## src/hw/sdram_pkg.sv

```systemverilog
/*
 * Shared definitions for the SDR SDRAM command controller (200 MHz clock).
 * Holds the command codes, NOP gap counts, power-up and refresh intervals,
 * FSM state codes and the address word union. Imported by every RTL block
 * that issues or checks SDRAM commands.
 */
`default_nettype none

package sdram_pkg;

    // Command codes, ordered {cs_n, ras_n, cas_n, we_n}
    localparam logic [3:0] cmd_nop  = 4'b0111;
    localparam logic [3:0] cmd_pall = 4'b0010;
    localparam logic [3:0] cmd_ref  = 4'b0001;
    localparam logic [3:0] cmd_mrs  = 4'b0000;

    // NOP gap counters
    localparam int                   cnt_width  = 4;
    localparam logic [cnt_width-1:0] t_rp_nops  = 4'd2;  // After PALL
    localparam logic [cnt_width-1:0] t_rc_nops  = 4'd9;  // After REF
    localparam logic [cnt_width-1:0] t_mrd_nops = 4'd2;  // After MRS

    // Power-up wait, 100 us
    localparam int                         init_wait_width = 15;
    localparam logic [init_wait_width-1:0] t_init_wait     = 15'd20000;

    // Refresh interval, 7.8 us
    localparam int                            ref_interval_width = 11;
    localparam logic [ref_interval_width-1:0] t_ref_interval     = 11'd1560;

    // Mode register contents
    localparam logic [2:0] mode_cas_latency  = 3'd2;
    localparam logic [2:0] mode_burst_length = 3'd0;  // Burst of 1

    // Sequencer state codes
    localparam int                     state_width     = 3;
    localparam logic [state_width-1:0] ref_st_idle     = 3'd0;
    localparam logic [state_width-1:0] ref_st_pall     = 3'd1;
    localparam logic [state_width-1:0] ref_st_pall_nop = 3'd2;
    localparam logic [state_width-1:0] ref_st_ref      = 3'd3;
    localparam logic [state_width-1:0] ref_st_ref_nop  = 3'd4;

    localparam logic [state_width-1:0] init_st_wait     = 3'd0;
    localparam logic [state_width-1:0] init_st_pall     = 3'd1;
    localparam logic [state_width-1:0] init_st_pall_nop = 3'd2;
    localparam logic [state_width-1:0] init_st_ref      = 3'd3;
    localparam logic [state_width-1:0] init_st_ref_nop  = 3'd4;
    localparam logic [state_width-1:0] init_st_mrs      = 3'd5;
    localparam logic [state_width-1:0] init_st_mrs_nop  = 3'd6;
    localparam logic [state_width-1:0] init_st_done     = 3'd7;

    // Mode register layout on A12..A0
    typedef struct packed {
        logic [2:0] reserved;
        logic       write_burst_single;
        logic [1:0] op_mode;
        logic [2:0] cas_latency;
        logic       burst_type;
        logic [2:0] burst_length;
    } sdram_mode_t;

    // Address pins, raw or as mode register fields
    typedef union packed {
        logic [12:0] raw;
        sdram_mode_t mode;
    } sdram_addr_u;

endpackage

`default_nettype wire

```

## src/hw/sdram_ctrl_top.sv

```systemverilog
/*
 * Command side of the SDR SDRAM controller. Runs power-up init, then
 * periodic auto refresh, and drives the SDRAM command and address pins.
 * The init sequencer owns the pins until ready, the refresh one after.
 */
`default_nettype none

module sdram_ctrl_top (
    input  wire logic        clock,
    input  wire logic        reset,
    output logic             ready,
    output logic             refresh_active,
    output logic             dram_cke,
    output logic             dram_cs_n,
    output logic             dram_ras_n,
    output logic             dram_cas_n,
    output logic             dram_we_n,
    output logic [12:0]      dram_addr,
    output logic [1:0]       dram_ba
);

    import sdram_pkg::*;

    logic [3:0]  init_cmd;
    sdram_addr_u init_addr;
    logic        init_done;
    logic [3:0]  ref_cmd;
    sdram_addr_u ref_addr;
    logic        ref_request;
    logic        ref_end;
    logic [3:0]  pin_cmd;

    sdram_init sdram_init_inst (
        .clock     (clock),
        .reset     (reset),
        .init_cmd  (init_cmd),
        .init_addr (init_addr),
        .init_done (init_done)
    );

    sdram_refresh_timer sdram_refresh_timer_inst (
        .clock       (clock),
        .reset       (reset),
        .run         (init_done),
        .ref_end     (ref_end),
        .ref_request (ref_request)
    );

    sdram_ref sdram_ref_inst (
        .clock     (clock),
        .reset     (reset),
        .enable    (ref_request),
        .end_ref   (ref_end),
        .dram_cmd  (ref_cmd),
        .dram_addr (ref_addr)
    );

    always_ff @(posedge clock or posedge reset) begin
        if (reset) dram_cke <= 1'b0;
        else       dram_cke <= 1'b1;  // Clock enabled once out of reset
    end

    // Pin owner switches on init_done
    assign pin_cmd   = init_done ? ref_cmd : init_cmd;
    assign dram_addr = init_done ? ref_addr.raw : init_addr.raw;
    assign {dram_cs_n, dram_ras_n, dram_cas_n, dram_we_n} = pin_cmd;
    assign dram_ba   = 2'b00;

    assign ready          = init_done;
    assign refresh_active = ref_request;

endmodule

`default_nettype wire

```

## src/hw/sdram_init.sv

```systemverilog
/*
 * Power-up initialisation sequencer. Waits 100 us of NOPs, then runs
 * PALL, two auto refreshes and a mode register set with their NOP gaps.
 * init_done rises after the tMRD gap and stays high until reset.
 */
`default_nettype none

module sdram_init (
    input  wire logic               clock,
    input  wire logic               reset,
    output logic [3:0]              init_cmd,
    output sdram_pkg::sdram_addr_u  init_addr,
    output logic                    init_done
);

    import sdram_pkg::*;

    logic [state_width-1:0]     state;
    logic [state_width-1:0]     next_state;
    logic [init_wait_width-1:0] wait_cnt;
    logic                       second_ref;   // First REF already done
    logic                       nop_cnt_rst;
    logic [cnt_width-1:0]       nop_cnt;
    logic                       wait_end;
    logic                       pall_nop_end;
    logic                       ref_nop_end;
    logic                       mrd_nop_end;

    assign wait_end     = (wait_cnt == t_init_wait - 1'b1);
    assign pall_nop_end = (nop_cnt >= t_rp_nops - 1'b1);
    assign ref_nop_end  = (nop_cnt >= t_rc_nops - 1'b1);
    assign mrd_nop_end  = (nop_cnt >= t_mrd_nops - 1'b1);
    assign init_done    = (state == init_st_done);

    sync_parallel_counter #(
        .size       (cnt_width),
        .init_value ('0)
    ) nop_counter (
        .clock      (clock),
        .reset      (nop_cnt_rst),
        .load       (1'b0),
        .load_value ('0),
        .enable     (1'b1),
        .value      (nop_cnt)
    );

    always_ff @(posedge clock or posedge reset) begin
        if (reset) begin
            state      <= init_st_wait;
            wait_cnt   <= '0;
            second_ref <= 1'b0;
        end else begin
            state <= next_state;
            if (state == init_st_wait) wait_cnt <= wait_cnt + 1'b1;
            if (state == init_st_ref_nop && ref_nop_end) second_ref <= 1'b1;
        end
    end

    always_comb begin
        next_state  = state;
        init_cmd    = cmd_nop;
        init_addr   = '0;
        nop_cnt_rst = 1'b0;
        case (state)
            init_st_wait: begin
                nop_cnt_rst = 1'b1;
                if (wait_end) next_state = init_st_pall;
            end
            init_st_pall: begin
                init_cmd          = cmd_pall;
                init_addr.raw[10] = 1'b1;  // All banks
                nop_cnt_rst       = 1'b1;
                next_state        = init_st_pall_nop;
            end
            init_st_pall_nop: if (pall_nop_end) next_state = init_st_ref;
            init_st_ref: begin
                init_cmd    = cmd_ref;
                nop_cnt_rst = 1'b1;
                next_state  = init_st_ref_nop;
            end
            init_st_ref_nop: begin
                if (ref_nop_end) next_state = second_ref ? init_st_mrs : init_st_ref;
            end
            init_st_mrs: begin
                init_cmd                     = cmd_mrs;
                init_addr.mode.cas_latency  = mode_cas_latency;
                init_addr.mode.burst_length = mode_burst_length;
                nop_cnt_rst                  = 1'b1;
                next_state                   = init_st_mrs_nop;
            end
            init_st_mrs_nop: if (mrd_nop_end) next_state = init_st_done;
            default: nop_cnt_rst = 1'b1;  // Done, stays here
        endcase
    end

endmodule

`default_nettype wire

```

## src/hw/sdram_ref.sv

```systemverilog
/*
 * Auto refresh sequencer. On enable in idle it issues PALL, waits tRP,
 * issues REF, waits tRC and pulses end_ref in the last NOP cycle.
 * The caller holds enable until end_ref; it is only sampled in idle.
 */
`default_nettype none

module sdram_ref (
    input  wire logic               clock,
    input  wire logic               reset,
    input  wire logic               enable,
    output logic                    end_ref,
    output logic [3:0]              dram_cmd,
    output sdram_pkg::sdram_addr_u  dram_addr
);

    import sdram_pkg::*;

    logic [state_width-1:0] state;
    logic [state_width-1:0] next_state;
    logic                   nop_cnt_rst;
    logic [cnt_width-1:0]   nop_cnt;
    logic                   pall_nop_end;
    logic                   ref_nop_end;

    // Counter reads 0 in the first NOP cycle
    assign pall_nop_end = (nop_cnt >= t_rp_nops - 1'b1);
    assign ref_nop_end  = (nop_cnt >= t_rc_nops - 1'b1);

    // Only A10 matters here, all banks
    assign dram_addr.raw = 13'h0400;

    sync_parallel_counter #(
        .size       (cnt_width),
        .init_value ('0)
    ) nop_counter (
        .clock      (clock),
        .reset      (nop_cnt_rst),
        .load       (1'b0),
        .load_value ('0),
        .enable     (1'b1),
        .value      (nop_cnt)
    );

    always_ff @(posedge clock or posedge reset) begin
        if (reset) begin
            state <= ref_st_idle;
        end else begin
            state <= next_state;
        end
    end

    always_comb begin
        next_state  = state;
        dram_cmd    = cmd_nop;
        nop_cnt_rst = 1'b0;
        end_ref     = 1'b0;
        case (state)
            ref_st_idle: begin
                nop_cnt_rst = 1'b1;
                if (enable) next_state = ref_st_pall;
            end
            ref_st_pall: begin
                dram_cmd    = cmd_pall;
                nop_cnt_rst = 1'b1;
                next_state  = ref_st_pall_nop;
            end
            ref_st_pall_nop: begin
                if (pall_nop_end) next_state = ref_st_ref;  // tRP met
            end
            ref_st_ref: begin
                dram_cmd    = cmd_ref;
                nop_cnt_rst = 1'b1;
                next_state  = ref_st_ref_nop;
            end
            ref_st_ref_nop: begin
                if (ref_nop_end) begin  // Last tRC NOP
                    end_ref    = 1'b1;
                    next_state = ref_st_idle;
                end
            end
            default: begin
                nop_cnt_rst = 1'b1;
                next_state  = ref_st_idle;
            end
        endcase
    end

endmodule

`default_nettype wire

```

## src/hw/sdram_refresh_timer.sv

```systemverilog
/*
 * Refresh interval timer. Counts while run is high and raises
 * ref_request on the cycle after each wrap, once every 7.8 us.
 * The request is a level that drops after ref_end.
 */
`default_nettype none

module sdram_refresh_timer (
    input  wire logic clock,
    input  wire logic reset,
    input  wire logic run,
    input  wire logic ref_end,
    output logic      ref_request
);

    import sdram_pkg::*;

    logic [ref_interval_width-1:0] interval_cnt;
    logic                          wrap;

    assign wrap = run && (interval_cnt == t_ref_interval - 1'b1);

    // Held at zero until init is done
    always_ff @(posedge clock or posedge reset) begin
        if (reset) begin
            interval_cnt <= '0;
        end else if (!run || wrap) begin
            interval_cnt <= '0;
        end else begin
            interval_cnt <= interval_cnt + 1'b1;
        end
    end

    always_ff @(posedge clock or posedge reset) begin
        if (reset) begin
            ref_request <= 1'b0;
        end else if (wrap) begin
            ref_request <= 1'b1;
        end else if (ref_end) begin
            ref_request <= 1'b0;  // Served by the sequencer
        end
    end

endmodule

`default_nettype wire

```

## src/hw/sync_parallel_counter.sv

```systemverilog
/*
 * Loadable up counter with enable and synchronous clear.
 * Clear returns it to init_value, load takes load_value.
 * The command sequencers use it to time their NOP gaps.
 */
`default_nettype none

module sync_parallel_counter #(
    parameter int              size       = 4,
    parameter logic [size-1:0] init_value = '0
) (
    input  wire logic            clock,
    input  wire logic            reset,       // Synchronous clear
    input  wire logic            load,
    input  wire logic [size-1:0] load_value,
    input  wire logic            enable,
    output logic      [size-1:0] value
);

    always_ff @(posedge clock) begin
        if (reset) begin
            value <= init_value;
        end else if (load) begin
            value <= load_value;
        end else if (enable) begin
            value <= value + 1'b1;
        end
    end

endmodule

`default_nettype wire

```

## config.mk

```make
export PLATFORM = sky130hd
export DESIGN_NAME = sdram_ctrl_top
export DESIGN_NICKNAME = d
export VERILOG_FILES = /design/src/hw/sdram_pkg.sv /design/src/hw/sdram_ctrl_top.sv /design/src/hw/sdram_init.sv /design/src/hw/sdram_ref.sv /design/src/hw/sdram_refresh_timer.sv /design/src/hw/sync_parallel_counter.sv
export SDC_FILE = /design/constraint.sdc
export NUM_CORES = 1
export LEC_CHECK = 0
export BUFFER_PORTS_ARGS = -buffer_cell sky130_fd_sc_hd__buf_2
export CAP_MARGIN = 20
export CORE_MARGIN = 3
export CORE_UTILIZATION = 55
export DETAILED_ROUTE_END_ITERATION = 16
export PLACE_DENSITY = 0.76
export SLEW_MARGIN = 5
export SYNTH_ARGS = -nofsm -noshare
export SYNTH_HDL_FRONTEND = slang
export SYNTH_SLANG_ARGS = --single-unit
```

## constraint.sdc

```tcl
create_clock -name clock -period 3.3 [get_ports clock]
set_clock_uncertainty 0.2 [all_clocks]
set_input_delay 0.165 -clock clock [delete_from_list [all_inputs] [get_ports clock]]
set_output_delay 0.165 -clock clock [all_outputs]
set_load 0.05 [all_outputs]
```

==> flow_summary_export.csv <==
group,metric,value,unit
status,outcome,"finished, final reports clean",
worst_setup_path,worst_setup_path_start_kind,"register",
worst_setup_path,crit_fanout,15,
worst_setup_path,critPathArrivalTime,1.73,ns
clock_network,clk_pin_slew_worst_paths,0.08,ns
route,drc_errors,0,
sta,grt_setup_unrepaired,"false",
sta,finalCriticalPeriod,2.10,ns
synthesis,synth_area_leader_cell,"dfrtp_1",
floorplanning,die-width,68.3,um
synthesis,ys_seq_elements,43,
clock_network,cts_sinks,43,
sta,slew_headroom,0.658,
route,wire_per_inst,12.3,um
synthesis,syn-cell-area,0.00213,mm^2
synthesis,netlist.area_leader.share,0.410,
synthesis,syn-instance-count,215,
global_route,grt_max_degree,36,
sta,slew_viol_final,0,
floorplanning,std_cell_rows,22,
final_layout,final_layout_size_suffix_gt1_frac,0.110,
route,first_iter_violations,60,
worst_setup_path,max_stage_delay,0.55,ns
global_route,grt_first_pass_wirelength,6.02,mm
clock_network,htree_levels,2,
route,via_per_inst,5.10,
clock_network,numCtsBuffers,5,
job,maxCapViolations,0,
clock_network,cts_tree,"built",
final_layout,fin_nets,237,
floorplanning,core_area,0.00369,mm^2
place,io_buffer_count,9,
sta,fmax,0.477,GHz
sta,setup_tns,0,ns
global_route,grt_overflow,0,
floorplanning,dieArea,0.00466,mm^2
synthesis,yosys-top-cells-area,"dfrtp_1 (41%), dfxtp_1 (7.5%), xnor2_1 (7.0%)",
final_layout,antenna_cells,0,
clock_network,cts.repair.resized,0,
power,ir_drop,0.317,mV
final_layout,area_growth_syn_to_layout,7.74,%
final_layout,n_fill_cell,320,
place,gp_congestion,0.810,
synthesis,ys_seq_area_frac,0.485,
global_route,grtUsageTotal,0.175,
worst_setup_path,cp.required,2.93,ns
sta,period_share,0.635,
worst_setup_path,cp_top_family,"flip-flops",
min_path,hp-class,"reg2reg",
route,drtAntennaViolNets,0,
clock_network,root_buffer,"clkbuf_8",
synthesis,ys_types,40,
route,wl,3.39,mm
place,pre_cts_ws,1.29,ns
floorplanning,io_pins,24,
route,dr.pass1.iters,4,
worst_setup_path,crit_slowest_cell,"dfrtp_1",
clock_network,clkLatencyLatePin,0.29,ns
sta,hold_viol,0,
sta,setup_violations,0,
global_route,antenna_found_initial,0,
sta,worstMarginPinSlew,0.512,ns
synthesis,yosysWarnings,0,
worst_setup_path,cp-end-kind,"output port",
power,p_leak,1.00,nW
sta,setup_slack,1.20,ns
place,hpwl,2.35,mm
worst_setup_path,critPathBufInv,1,
clock_network,cts_buffer_depth,2,
clock_network,post-cts-setup-buffers,0,
global_route,grt_pass1_vias,1374,
power,p_per_area,431,mW/mm^2
floorplanning,dieHeight,68.3,um
worst_setup_path,crit_type,"reg2out",
worst_setup_path,crit_chain,"or2_2, a21boi_0, buf_2",
floorplanning,initial_utilization,0.579,
route,vias,1407,
synthesis,postSynthAreaPerCell,9.93,um^2
==> cell families (layout without fill, tap and decap cells) <==
kind of cell,Yosys count,count (layout),synth area share
xor gates and xnor gates,29,29,0.119
adders and majority gates,8,8,0.0469
muxes,1,1,0.00528
and+or+nand+nor,90,90,0.227
buffers and inverters,29,29,0.0756
DFF,43,43,0.485
other,2,15,0.00352
AOI/OAI and AO/OA,13,13,0.0369
==> placed cells by master, fill, tap and decap left out, drive strengths merged, types with 3 or more instances in the layout <==
master,netlist,final
nand3,13,13
o21ai,5,5
and3,4,4
nand2,16,16
buf,14,10
xor2,12,12
conb,2,15
nand4,5,5
nor4b,4,4
xnor2,17,17
clkbuf,5,6
dfrtp,35,35
a21oi,3,3
ha,8,8
inv,10,10
nor2,24,24
dfxtp,8,8
nor3,7,7
==> per-stage QoR <==
| stage | utilization | instance area (um^2) | cells | hold slack (ns) | power, mW |
|---|---|---|---|---|---|
| finish | 0.623 | 2300 | 276 | 0.268 | 0.990 |
| CTS | 0.623 | 2300 | 276 | 0.268 | 0.997 |
| global route | 0.623 | 2300 | 276 | 0.280 | 1.03 |
| global placement | 0.589 | 2170 | 267 | 0.0825 | 0.584 |
| floorplan | - | 2180 | 228 | 0.119 | 0.593 |
| detailed placement | 0.589 | 2170 | 267 | 0.0855 | 0.584 |
==> power by group <==
group          internal [mW]  total (mW)  switching, mW
Combinational        0.00248      0.0480         0.0455
Sequential             0.525       0.526       0.000126
Clock                  0.245       0.417          0.172
==> metal layers <==
| metal | global-route usage | share of wire | vias up |
|---|---|---|---|
| li1 | - | - | 716 |
| met1 | 0.217 | 0.46 | 666 |
| met2 | 0.286 | 0.48 | 18 |
| met3 | 0.0411 | 0.036 | 7 |
| met4 | 0.0819 | 0.019 | 0 |
| met5 | 0 | 0 | - |
==> final timing paths <==
path                                                               startpoint                                            endpoint  slack, ns  cells after the start
max                                      sdram_init_inst.state[2]$_DFFE_PP0P_                                       dram_addr[10]       1.20                      3
min                        sdram_refresh_timer_inst.interval_cnt[0]$_DFF_PP0_  sdram_refresh_timer_inst.interval_cnt[0]$_DFF_PP0_       0.27                      1
max reg2reg                              sdram_init_inst.state[2]$_DFFE_PP0P_             sdram_init_inst.wait_cnt[9]$_DFFE_PP0N_       1.26                      4
min reg2reg                sdram_refresh_timer_inst.interval_cnt[0]$_DFF_PP0_  sdram_refresh_timer_inst.interval_cnt[0]$_DFF_PP0_       0.27                      1
max in group asynchronous                                               reset             sdram_init_inst.wait_cnt[1]$_DFFE_PP0N_       2.29                      4
min in group asynchronous                                               reset                                  dram_cke$_DFF_PP0_       0.31                      4
==> synth_stat cells <==
cell	instances
o21ai_0	4
and4_1	2
nor2b_1	2
nand2_1	15
nor2_1	24
xor2_1	12
clkbuf_1	5
and3_1	4
buf_4	14
conb_1	2
a2111oi_0	1
nand3b_1	1
nand2_4	1
nor4b_1	3
or2_2	1
dfrtp_1	35
nor3_1	7
ha_1	8
nor3b_1	1
nor4b_2	1
dfxtp_1	8
a21oi_1	3
xnor2_1	17
or4_4	1
or4b_1	1
a31o_2	1
inv_1	10
nand3_1	13
nand4b_1	1
mux2_2	1
or3b_2	1
and3b_1	1
a21boi_0	1
or3_1	2
nor4_1	1
nand2b_1	2
a31oi_1	1
o21ai_1	1
nand4_1	5
o21a_1	1
==> sequential cells by signal, indices dropped and copies added (netlist names) <==
| signal | flops |
|---|---|
| sdram_init_inst.nop_counter.value | 4 |
| sdram_init_inst.second_ref | 1 |
| dram_cke | 1 |
| sdram_init_inst.state | 3 |
| sdram_init_inst.wait_cnt | 15 |
| sdram_refresh_timer_inst.ref_request | 1 |
| sdram_ref_inst.state | 3 |
| sdram_refresh_timer_inst.interval_cnt | 11 |
| sdram_ref_inst.nop_counter.value | 4 |
==> timing repair <==
| action | 4_1_cts | 5_1_grt |
|---|---|---|
| hold endpoints to repair | 35 | 0 |
| endpoints found under the setup margin | 0 | 0 |
| hold buffers | 1 | 0 |
==> cell type report <==
class	count	area, um^2	area share
clock buffer	6	82.6	0.0359
clock inverter	2	35.0	0.0152
inverter	10	37.5	0.0163
multi-input combinational	156	986	0.429
sequential	43	1040	0.450
tap	48	60.1	0.0261
timing repair buffer	11	62.6	0.0272
Note: power is estimated with default switching activity, not from simulation.
